File: config.mk
export PLATFORM = sky130hd
export DESIGN_NAME = fetch_top
export DESIGN_NICKNAME = d
export VERILOG_FILES = /design/src/wb_pkg.sv /design/src/fetch_pkg.sv /design/src/fetch_rsp_if.sv /design/src/pc_gen.sv /design/src/wb_fetch_master.sv /design/src/if_stage.sv /design/src/fetch_top.sv
export VERILOG_INCLUDE_DIRS = /design/src
export SDC_FILE = /design/constraint.sdc
export NUM_CORES = 1
export LEC_CHECK = 0
export BUFFER_PORTS_ARGS = -buffer_cell sky130_fd_sc_hd__buf_2
export CORE_ASPECT_RATIO = 1.4
export CORE_MARGIN = 2
export CORE_UTILIZATION = 58
export CTS_BUF_LIST = sky130_fd_sc_hd__clkbuf_2
export CTS_CLUSTER_DIAMETER = 40
export DETAILED_ROUTE_END_ITERATION = 10
export GPL_TIMING_DRIVEN = 0
export PLACE_DENSITY = 0.82
export SYNTH_ARGS = -nofsm -noshare
export SYNTH_HDL_FRONTEND = slang
export SYNTH_HIERARCHICAL = 1
export SYNTH_SLANG_ARGS = --single-unit
File: constraint.sdc
create_clock -name clk -period 9.5 [get_ports clk]
set_input_delay 0.95 -clock clk [delete_from_list [all_inputs] [get_ports clk]]
set_output_delay 0.95 -clock clk [all_outputs]
set_load 0.02 [all_outputs]
File: src/fetch_consts.svh
// Fetch constants shared by RTL and testbench; the NOP encoding is the OR32 l.nop word
`ifndef FETCH_CONSTS_SVH
`define FETCH_CONSTS_SVH

////////////////////////////////
// Instruction word
////////////////////////////////

// Data path width in bits
`define FETCH_DW 32

// Inserted on flush, kill, fault and empty cycles
`define FETCH_NOP 32'h1541_0000

////////////////////////////////
// Address map
////////////////////////////////

// First fetch address after reset
`define FETCH_RESET_PC 32'h0000_0100

// Everything at or above this is not executable
`define FETCH_EXEC_LIMIT 32'h0000_1000

`endif

File: src/wb_pkg.sv
// Wishbone classic types for a 32-bit address bus; data width comes from FETCH_DW
`include "fetch_consts.svh"

package wb_pkg;

	// Byte address, always word aligned on this bus
	typedef logic [31:0] wb_adr_t;

	// Read data word
	typedef logic [`FETCH_DW-1:0] wb_dat_t;

	// One select bit per byte lane
	typedef logic [`FETCH_DW/8-1:0] wb_sel_t;

endpackage

File: src/fetch_pkg.sv
// Fetch response types; compile after wb_pkg since the struct reuses its data and address types
package fetch_pkg;

	////////////////////////////////
	// Response origin
	////////////////////////////////

	// Good word, bus error, or refused by the window check
	typedef enum logic [1:0] {
		tag_ok      = 2'd0,
		tag_bus_err = 2'd1,
		tag_prot    = 2'd2
	} fetch_tag_e;

	////////////////////////////////
	// Saved response
	////////////////////////////////

	// 66 bits in all
	typedef struct packed {
		wb_pkg::wb_dat_t insn;
		wb_pkg::wb_adr_t adr;
		fetch_tag_e      tag;
	} fetch_rsp_t;

endpackage

File: src/fetch_rsp_if.sv
// One fetch response from bus master to IF stage; no back-pressure, the stage must take or save it
`timescale 1ns/10ps

interface fetch_rsp_if;
	import wb_pkg::*;
	import fetch_pkg::*;

	// One-cycle valid pulse
	logic       rsp_ack;
	// Payload from the master
	wb_dat_t    rsp_dat;
	wb_adr_t    rsp_adr;
	fetch_tag_e rsp_tag;
	// Stage holds a saved response, master stays idle
	logic       hold;

	// Payload packed for the save register
	fetch_rsp_t rsp_word;

	assign rsp_word = '{insn: rsp_dat, adr: rsp_adr, tag: rsp_tag};

	modport master (
		output rsp_ack,
		output rsp_dat,
		output rsp_adr,
		output rsp_tag,
		input  hold
	);

	modport stage (
		input  rsp_ack,
		input  rsp_word,
		output hold
	);

endinterface

File: src/pc_gen.sv
// Fetch PC register; flush wins over advance and the redirect target is forced word aligned
`timescale 1ns/10ps
`include "fetch_consts.svh"

module pc_gen (
	input  logic            clk,
	input  logic            arst_n_i,
	// One pulse per delivered response
	input  logic            advance_i,
	// Redirect request and target
	input  logic            flush_i,
	input  wb_pkg::wb_adr_t flush_pc_i,
	// Current fetch address
	output wb_pkg::wb_adr_t pc_o
);
	import wb_pkg::*;

	wb_adr_t pc_q;
	wb_adr_t pc_next;
	wb_adr_t flush_pc_aligned;

	// Low two bits dropped, fetch is word granular
	assign flush_pc_aligned = {flush_pc_i[31:2], 2'b00};

	////////////////////////////////
	// Next PC
	////////////////////////////////

	always_comb begin
		pc_next = pc_q;
		if (flush_i) begin
			// Redirect
			pc_next = flush_pc_aligned;
		end else if (advance_i) begin
			// Sequential step, one word
			pc_next = pc_q + 32'd4;
		end
	end

	////////////////////////////////
	// PC register
	////////////////////////////////

	always_ff @(posedge clk or negedge arst_n_i) begin
		if (!arst_n_i) begin
			pc_q <= `FETCH_RESET_PC;
		end else begin
			pc_q <= pc_next;
		end
	end

	assign pc_o = pc_q;

endmodule

File: src/wb_fetch_master.sv
// Wishbone classic read master, one transfer in flight; no retry, err_i only tags the response
`timescale 1ns/10ps
`include "fetch_consts.svh"

module wb_fetch_master (
	input  logic            clk,
	input  logic            arst_n_i,
	input  wb_pkg::wb_adr_t pc_i,
	input  logic            flush_i,
	fetch_rsp_if.master     rsp,
	// Wishbone classic master side
	output logic            wb_cyc_o,
	output logic            wb_stb_o,
	output logic            wb_we_o,
	output wb_pkg::wb_adr_t wb_adr_o,
	output wb_pkg::wb_sel_t wb_sel_o,
	input  wb_pkg::wb_dat_t wb_dat_i,
	input  logic            wb_ack_i,
	input  logic            wb_err_i
);
	import wb_pkg::*;
	import fetch_pkg::*;

	typedef enum logic {
		st_idle,
		st_bus
	} state_e;

	state_e     state_q;
	logic       discard_q;
	logic       ack_q;
	logic       in_window;
	logic       start_ok;
	logic       bus_done;
	wb_adr_t    adr_q;
	wb_dat_t    dat_q;
	wb_adr_t    rsp_adr_q;
	fetch_tag_e tag_q;

	// Executable window check
	assign in_window = pc_i < `FETCH_EXEC_LIMIT;

	// Idle, no response pending pc advance, nothing saved, no redirect
	assign start_ok = (state_q == st_idle) && !ack_q && !rsp.hold && !flush_i;
	assign bus_done = (state_q == st_bus) && (wb_ack_i || wb_err_i);

	////////////////////////////////
	// Bus FSM
	////////////////////////////////

	always_ff @(posedge clk or negedge arst_n_i) begin
		if (!arst_n_i) begin
			state_q   <= st_idle;
			discard_q <= 1'b0;
			ack_q     <= 1'b0;
		end else begin
			ack_q <= 1'b0;
			case (state_q)
				st_idle: begin
					if (start_ok) begin
						if (in_window) begin
							state_q   <= st_bus;
							discard_q <= 1'b0;
						end else begin
							// Fault response, bus untouched
							ack_q <= 1'b1;
						end
					end
				end
				st_bus: begin
					// Redirect while waiting, drop the word when it comes
					if (flush_i) begin
						discard_q <= 1'b1;
					end
					if (wb_ack_i || wb_err_i) begin
						state_q <= st_idle;
						ack_q   <= !(discard_q || flush_i);
					end
				end
				default: state_q <= st_idle;
			endcase
		end
	end

	////////////////////////////////
	// Address and response payload
	////////////////////////////////

	always_ff @(posedge clk) begin
		if (start_ok && in_window) begin
			adr_q <= {pc_i[31:2], 2'b00};
		end
		if (start_ok && !in_window) begin
			rsp_adr_q <= {pc_i[31:2], 2'b00};
			dat_q     <= `FETCH_NOP;
			tag_q     <= tag_prot;
		end else if (bus_done) begin
			rsp_adr_q <= adr_q;
			dat_q     <= wb_dat_i;
			tag_q     <= wb_err_i ? tag_bus_err : tag_ok;
		end
	end

	// Read only, full word
	assign wb_cyc_o = (state_q == st_bus);
	assign wb_stb_o = (state_q == st_bus);
	assign wb_we_o  = 1'b0;
	assign wb_sel_o = '1;
	assign wb_adr_o = adr_q;

	// Response side
	assign rsp.rsp_ack = ack_q;
	assign rsp.rsp_dat = dat_q;
	assign rsp.rsp_adr = rsp_adr_q;
	assign rsp.rsp_tag = tag_q;

endmodule

File: src/if_stage.sv
// IF stage with a one-entry save register; flush and kill blank the word, only kill masks faults
`timescale 1ns/10ps
`include "fetch_consts.svh"

module if_stage (
	input  logic            clk,
	input  logic            arst_n_i,
	fetch_rsp_if.stage      rsp,
	// Pipeline control
	input  logic            freeze_i,
	input  logic            flush_i,
	input  logic            kill_i,
	// To decode
	output wb_pkg::wb_dat_t insn_o,
	output wb_pkg::wb_adr_t pc_o,
	output logic            insn_valid_o,
	output logic            stall_o,
	// Exception flags
	output logic            exc_bus_err_o,
	output logic            exc_prot_o
);
	import wb_pkg::*;
	import fetch_pkg::*;

	fetch_rsp_t live;
	fetch_rsp_t save_q;
	logic       saved_q;
	logic       save_en;
	logic       avail;
	fetch_tag_e cur_tag;

	// Live response, faulted words replaced by NOP
	always_comb begin
		live = rsp.rsp_word;
		if (rsp.rsp_word.tag != tag_ok) begin
			live.insn = `FETCH_NOP;
		end
	end

	// Response lands while frozen and the slot is free
	assign save_en = rsp.rsp_ack && freeze_i && !flush_i && !saved_q;

	////////////////////////////////
	// Save register
	////////////////////////////////

	always_ff @(posedge clk or negedge arst_n_i) begin
		if (!arst_n_i) begin
			saved_q <= 1'b0;
		end else if (flush_i) begin
			saved_q <= 1'b0;
		end else if (save_en) begin
			saved_q <= 1'b1;
		end else if (!freeze_i) begin
			// Presented this cycle
			saved_q <= 1'b0;
		end
	end

	// Payload, qualified by saved_q
	always_ff @(posedge clk) begin
		if (save_en) begin
			save_q <= live;
		end
	end

	// Master waits while the slot is full
	assign rsp.hold = saved_q;

	////////////////////////////////
	// Output select
	////////////////////////////////

	assign avail = saved_q || rsp.rsp_ack;

	always_comb begin
		if (kill_i || flush_i) begin
			insn_o = `FETCH_NOP;
		end else if (saved_q) begin
			insn_o = save_q.insn;
		end else if (rsp.rsp_ack) begin
			insn_o = live.insn;
		end else begin
			// Nothing fetched yet
			insn_o = `FETCH_NOP;
		end
	end

	assign pc_o = saved_q ? save_q.adr : live.adr;

	// Tag of whatever is on the outputs
	always_comb begin
		if (saved_q) begin
			cur_tag = save_q.tag;
		end else if (rsp.rsp_ack) begin
			cur_tag = live.tag;
		end else begin
			cur_tag = tag_ok;
		end
	end

	assign exc_bus_err_o = !kill_i && (cur_tag == tag_bus_err);
	assign exc_prot_o    = !kill_i && (cur_tag == tag_prot);

	assign insn_valid_o = avail && !freeze_i;
	assign stall_o      = !avail;

endmodule

File: src/fetch_top.sv
// Fetch front end top; plain Wishbone classic master ports, single outstanding read
`timescale 1ns/10ps

module fetch_top (
	input  logic            clk,
	input  logic            arst_n_i,
	// Pipeline control
	input  logic            freeze_i,
	input  logic            flush_i,
	input  wb_pkg::wb_adr_t flush_pc_i,
	input  logic            kill_i,
	// Wishbone classic master
	output logic            wb_cyc_o,
	output logic            wb_stb_o,
	output logic            wb_we_o,
	output wb_pkg::wb_adr_t wb_adr_o,
	output wb_pkg::wb_sel_t wb_sel_o,
	input  wb_pkg::wb_dat_t wb_dat_i,
	input  logic            wb_ack_i,
	input  logic            wb_err_i,
	// To decode
	output wb_pkg::wb_dat_t insn_o,
	output wb_pkg::wb_adr_t pc_o,
	output logic            insn_valid_o,
	output logic            stall_o,
	output logic            exc_bus_err_o,
	output logic            exc_prot_o
);
	import wb_pkg::*;

	// Current fetch address
	wb_adr_t fetch_pc;

	// Master to stage response channel
	fetch_rsp_if rsp_if ();

	// Every delivered response steps the PC
	pc_gen pc_gen_inst (
		.clk        (clk),
		.arst_n_i   (arst_n_i),
		.advance_i  (rsp_if.rsp_ack),
		.flush_i    (flush_i),
		.flush_pc_i (flush_pc_i),
		.pc_o       (fetch_pc)
	);

	wb_fetch_master wb_fetch_master_inst (
		.clk      (clk),
		.arst_n_i (arst_n_i),
		.pc_i     (fetch_pc),
		.flush_i  (flush_i),
		.rsp      (rsp_if.master),
		.wb_cyc_o (wb_cyc_o),
		.wb_stb_o (wb_stb_o),
		.wb_we_o  (wb_we_o),
		.wb_adr_o (wb_adr_o),
		.wb_sel_o (wb_sel_o),
		.wb_dat_i (wb_dat_i),
		.wb_ack_i (wb_ack_i),
		.wb_err_i (wb_err_i)
	);

	if_stage if_stage_inst (
		.clk           (clk),
		.arst_n_i      (arst_n_i),
		.rsp           (rsp_if.stage),
		.freeze_i      (freeze_i),
		.flush_i       (flush_i),
		.kill_i        (kill_i),
		.insn_o        (insn_o),
		.pc_o          (pc_o),
		.insn_valid_o  (insn_valid_o),
		.stall_o       (stall_o),
		.exc_bus_err_o (exc_bus_err_o),
		.exc_prot_o    (exc_prot_o)
	);

endmodule

==> metrics.cfg <==
[power_and_ir_drop]
switching_share_pct=30.6
cellPowerDensity_nw_per_um2=169
ir_drop_v=0.0000936
internal_power_mw=1.16
p_leak_nw=3.92
comb_power_share_pct=15.5
p_sw_mw=0.511
pwr-share-seq_pct=61.3
clkPwrFrac_pct=23.2

[sta]
hold_ws_ns=0.220
rsz0062_at_grt=false
finalSetupViolCount=0
hold_viol=0
report.final.slew_viol_count=0
fmax_ghz=0.281
finalClockSkew_ns=0.0581
period_minus_slack_ns=3.56
worst_slew_pin_slew_ns=1.33
maxSlewHeadroom_pct=10.8
fin_setup_tns_ns=0
finalCritPeriodShare_pct=37.5

[critical_path]
crit_path_end_kind=primary output
ff2ff_setup_slack_ns=6.21
required_ns=8.55
crit_path_start_kind=flop
arrival_ns=2.61
worstSetupPathType=flop to primary output
path_max_fanout=10

[detailed_routing]
wire_per_inst_um=18.1
ant_nets=0
totalWireLength_um=19300
drtIter0Drc=391
remaining_drc_errors=0
drt_pre_antenna_iters=5
vias=6048
via_per_inst=5.67

[placed_design]
post-dp-hpwl_um=13900
place_inst=1034
post_dp_cell_area_um2=9650
finalWeightedCongestion=0.935
portBuffers=168

[floorplanning]
dieArea_um2=15600
ios=178
coreArea_um2=14400
chipHeight_um=147
rows=52
start_util_pct=59.1
die_x_um=106

[global_route]
grtUsageTotal_pct=25.1
grt_max_degree=41
grt_pass1_wl_um=30700
grt_pass1_vias=6141
antenna_found_initial=1
gr-total-overflow=0

[clock_network]
cts_tree=done
worstSkewPairLatency_ns=0.75
postCtsSetupRepairBufs=0
postCtsHoldBufs=0
cts_inserted_buffers=17
cts_buffer_depth=2
path_clk_slew_ns=0.31
clock-sinks=194
cts-resized-gates=0
root_buffer=clkbuf_2
cts_max_level=4

[synth]
synth_warnings=6
syn-cell-area_um2=8500
postSynthCellCount=667
avgSynthCellArea_um2=12.7

[cells_and_area]
syn_to_final_growth_pct=16.4
most-common-layout-cells=buf_2 (181), edfxtp_1 (126), nand2_1 (113)
final_cell_area_um2=9890
fin_nets=936
drive_above_1_share_pct=36.9
fin_cells=1067
final_common_cell=buf_2
fillers=1037

[flow_run]
cap_violations=0

[status]
status=completed

[worst_hold_path]
hold_class=input pin to async pin

==> final timing paths <==
path	startpoint	end	depth (start not counted)
setup / recovery	wb_fetch_master_inst/rsp.rsp_ack	insn_o[21]	6
hold / removal	arst_n_i	pc_gen_inst/pc_o[7]	1
setup reg to reg	pc_gen_inst/pc_o[25]	wb_fetch_master_inst/rsp.rsp_adr[30]	5
hold reg to reg	wb_fetch_master_inst/rsp.rsp_adr[20]	if_stage_inst/save_q[22]	0
max in group asynchronous	arst_n_i	wb_fetch_master_inst/rsp.rsp_ack	1
min in group clk	flush_pc_i[8]	pc_gen_inst/pc_o[8]	3
==> layer usage <==
layer	wire, um	up-vias	part of all wire [%]	global-route usage (%)
li1	-	2821	-	-
met2	10200	259	53	44.3
met3	1010	28	5.2	4.08
met4	401	0	2.1	9.61
met1	7720	2940	40	30.8
met5	0	-	0	0
==> sequential cells by signal, summed over array words and instances, names as in the netlist, 2 cells and up <==
name	cells
if_stage_inst/save_q	66
wb_fetch_master_inst/rsp.rsp_adr	30
wb_fetch_master_inst/wb_adr_o	30
pc_gen_inst/pc_o	30
wb_fetch_master_inst/rsp.rsp_tag	2
wb_fetch_master_inst/rsp.rsp_dat	32
==> critical path, cell delays in order, from the launching register on <==
cell and delay [ns]:
dfrtp_1 0.65, buf_2 0.29, nor2b_1 0.14, buf_2 0.21
buf_2 0.26, a32o_2 0.21, buf_2 0.16
==> final cells by class <==
class	instances	area, um2	area share (%)
Antenna cell	1	2.50	0.0253
Buffer	49	283	2.86
Clock buffer	18	90.1	0.911
Clock inverter	14	143	1.44
Inverter	4	15.0	0.152
Multi-Input combinational cell	427	2920	29.5
Sequential cell	194	5320	53.8
Tap cell	189	236	2.39
Timing Repair Buffer	171	883	8.94
==> through the flow <==
| stage | util (%) | power [mW] | worst slack (ns) |
|---|---|---|---|
| final | 68.8 | 1.67 | 5.94 |
| after global routing | 68.8 | 1.75 | 5.72 |
| after CTS | 68.7 | 1.68 | 5.83 |
| after detailed placement | 67.1 | 1.30 | 5.72 |
| after global placement | 66.8 | 1.28 | 4.17 |
| after floorplan | - | 1.20 | 5.37 |
==> power by group through the flow <==
stage | clock (mW) | combinational (mW) | sequential (mW)
3_5_place_dp | 0 | 0.257 | 1.04
2_1_floorplan | 0 | 0.175 | 1.02
6_report | 0.388 | 0.259 | 1.02
4_1_cts | 0.400 | 0.259 | 1.02
3_3_place_gp | 0 | 0.247 | 1.04
5_1_grt | 0.434 | 0.281 | 1.03
Power figures use the tool's default switching activity.
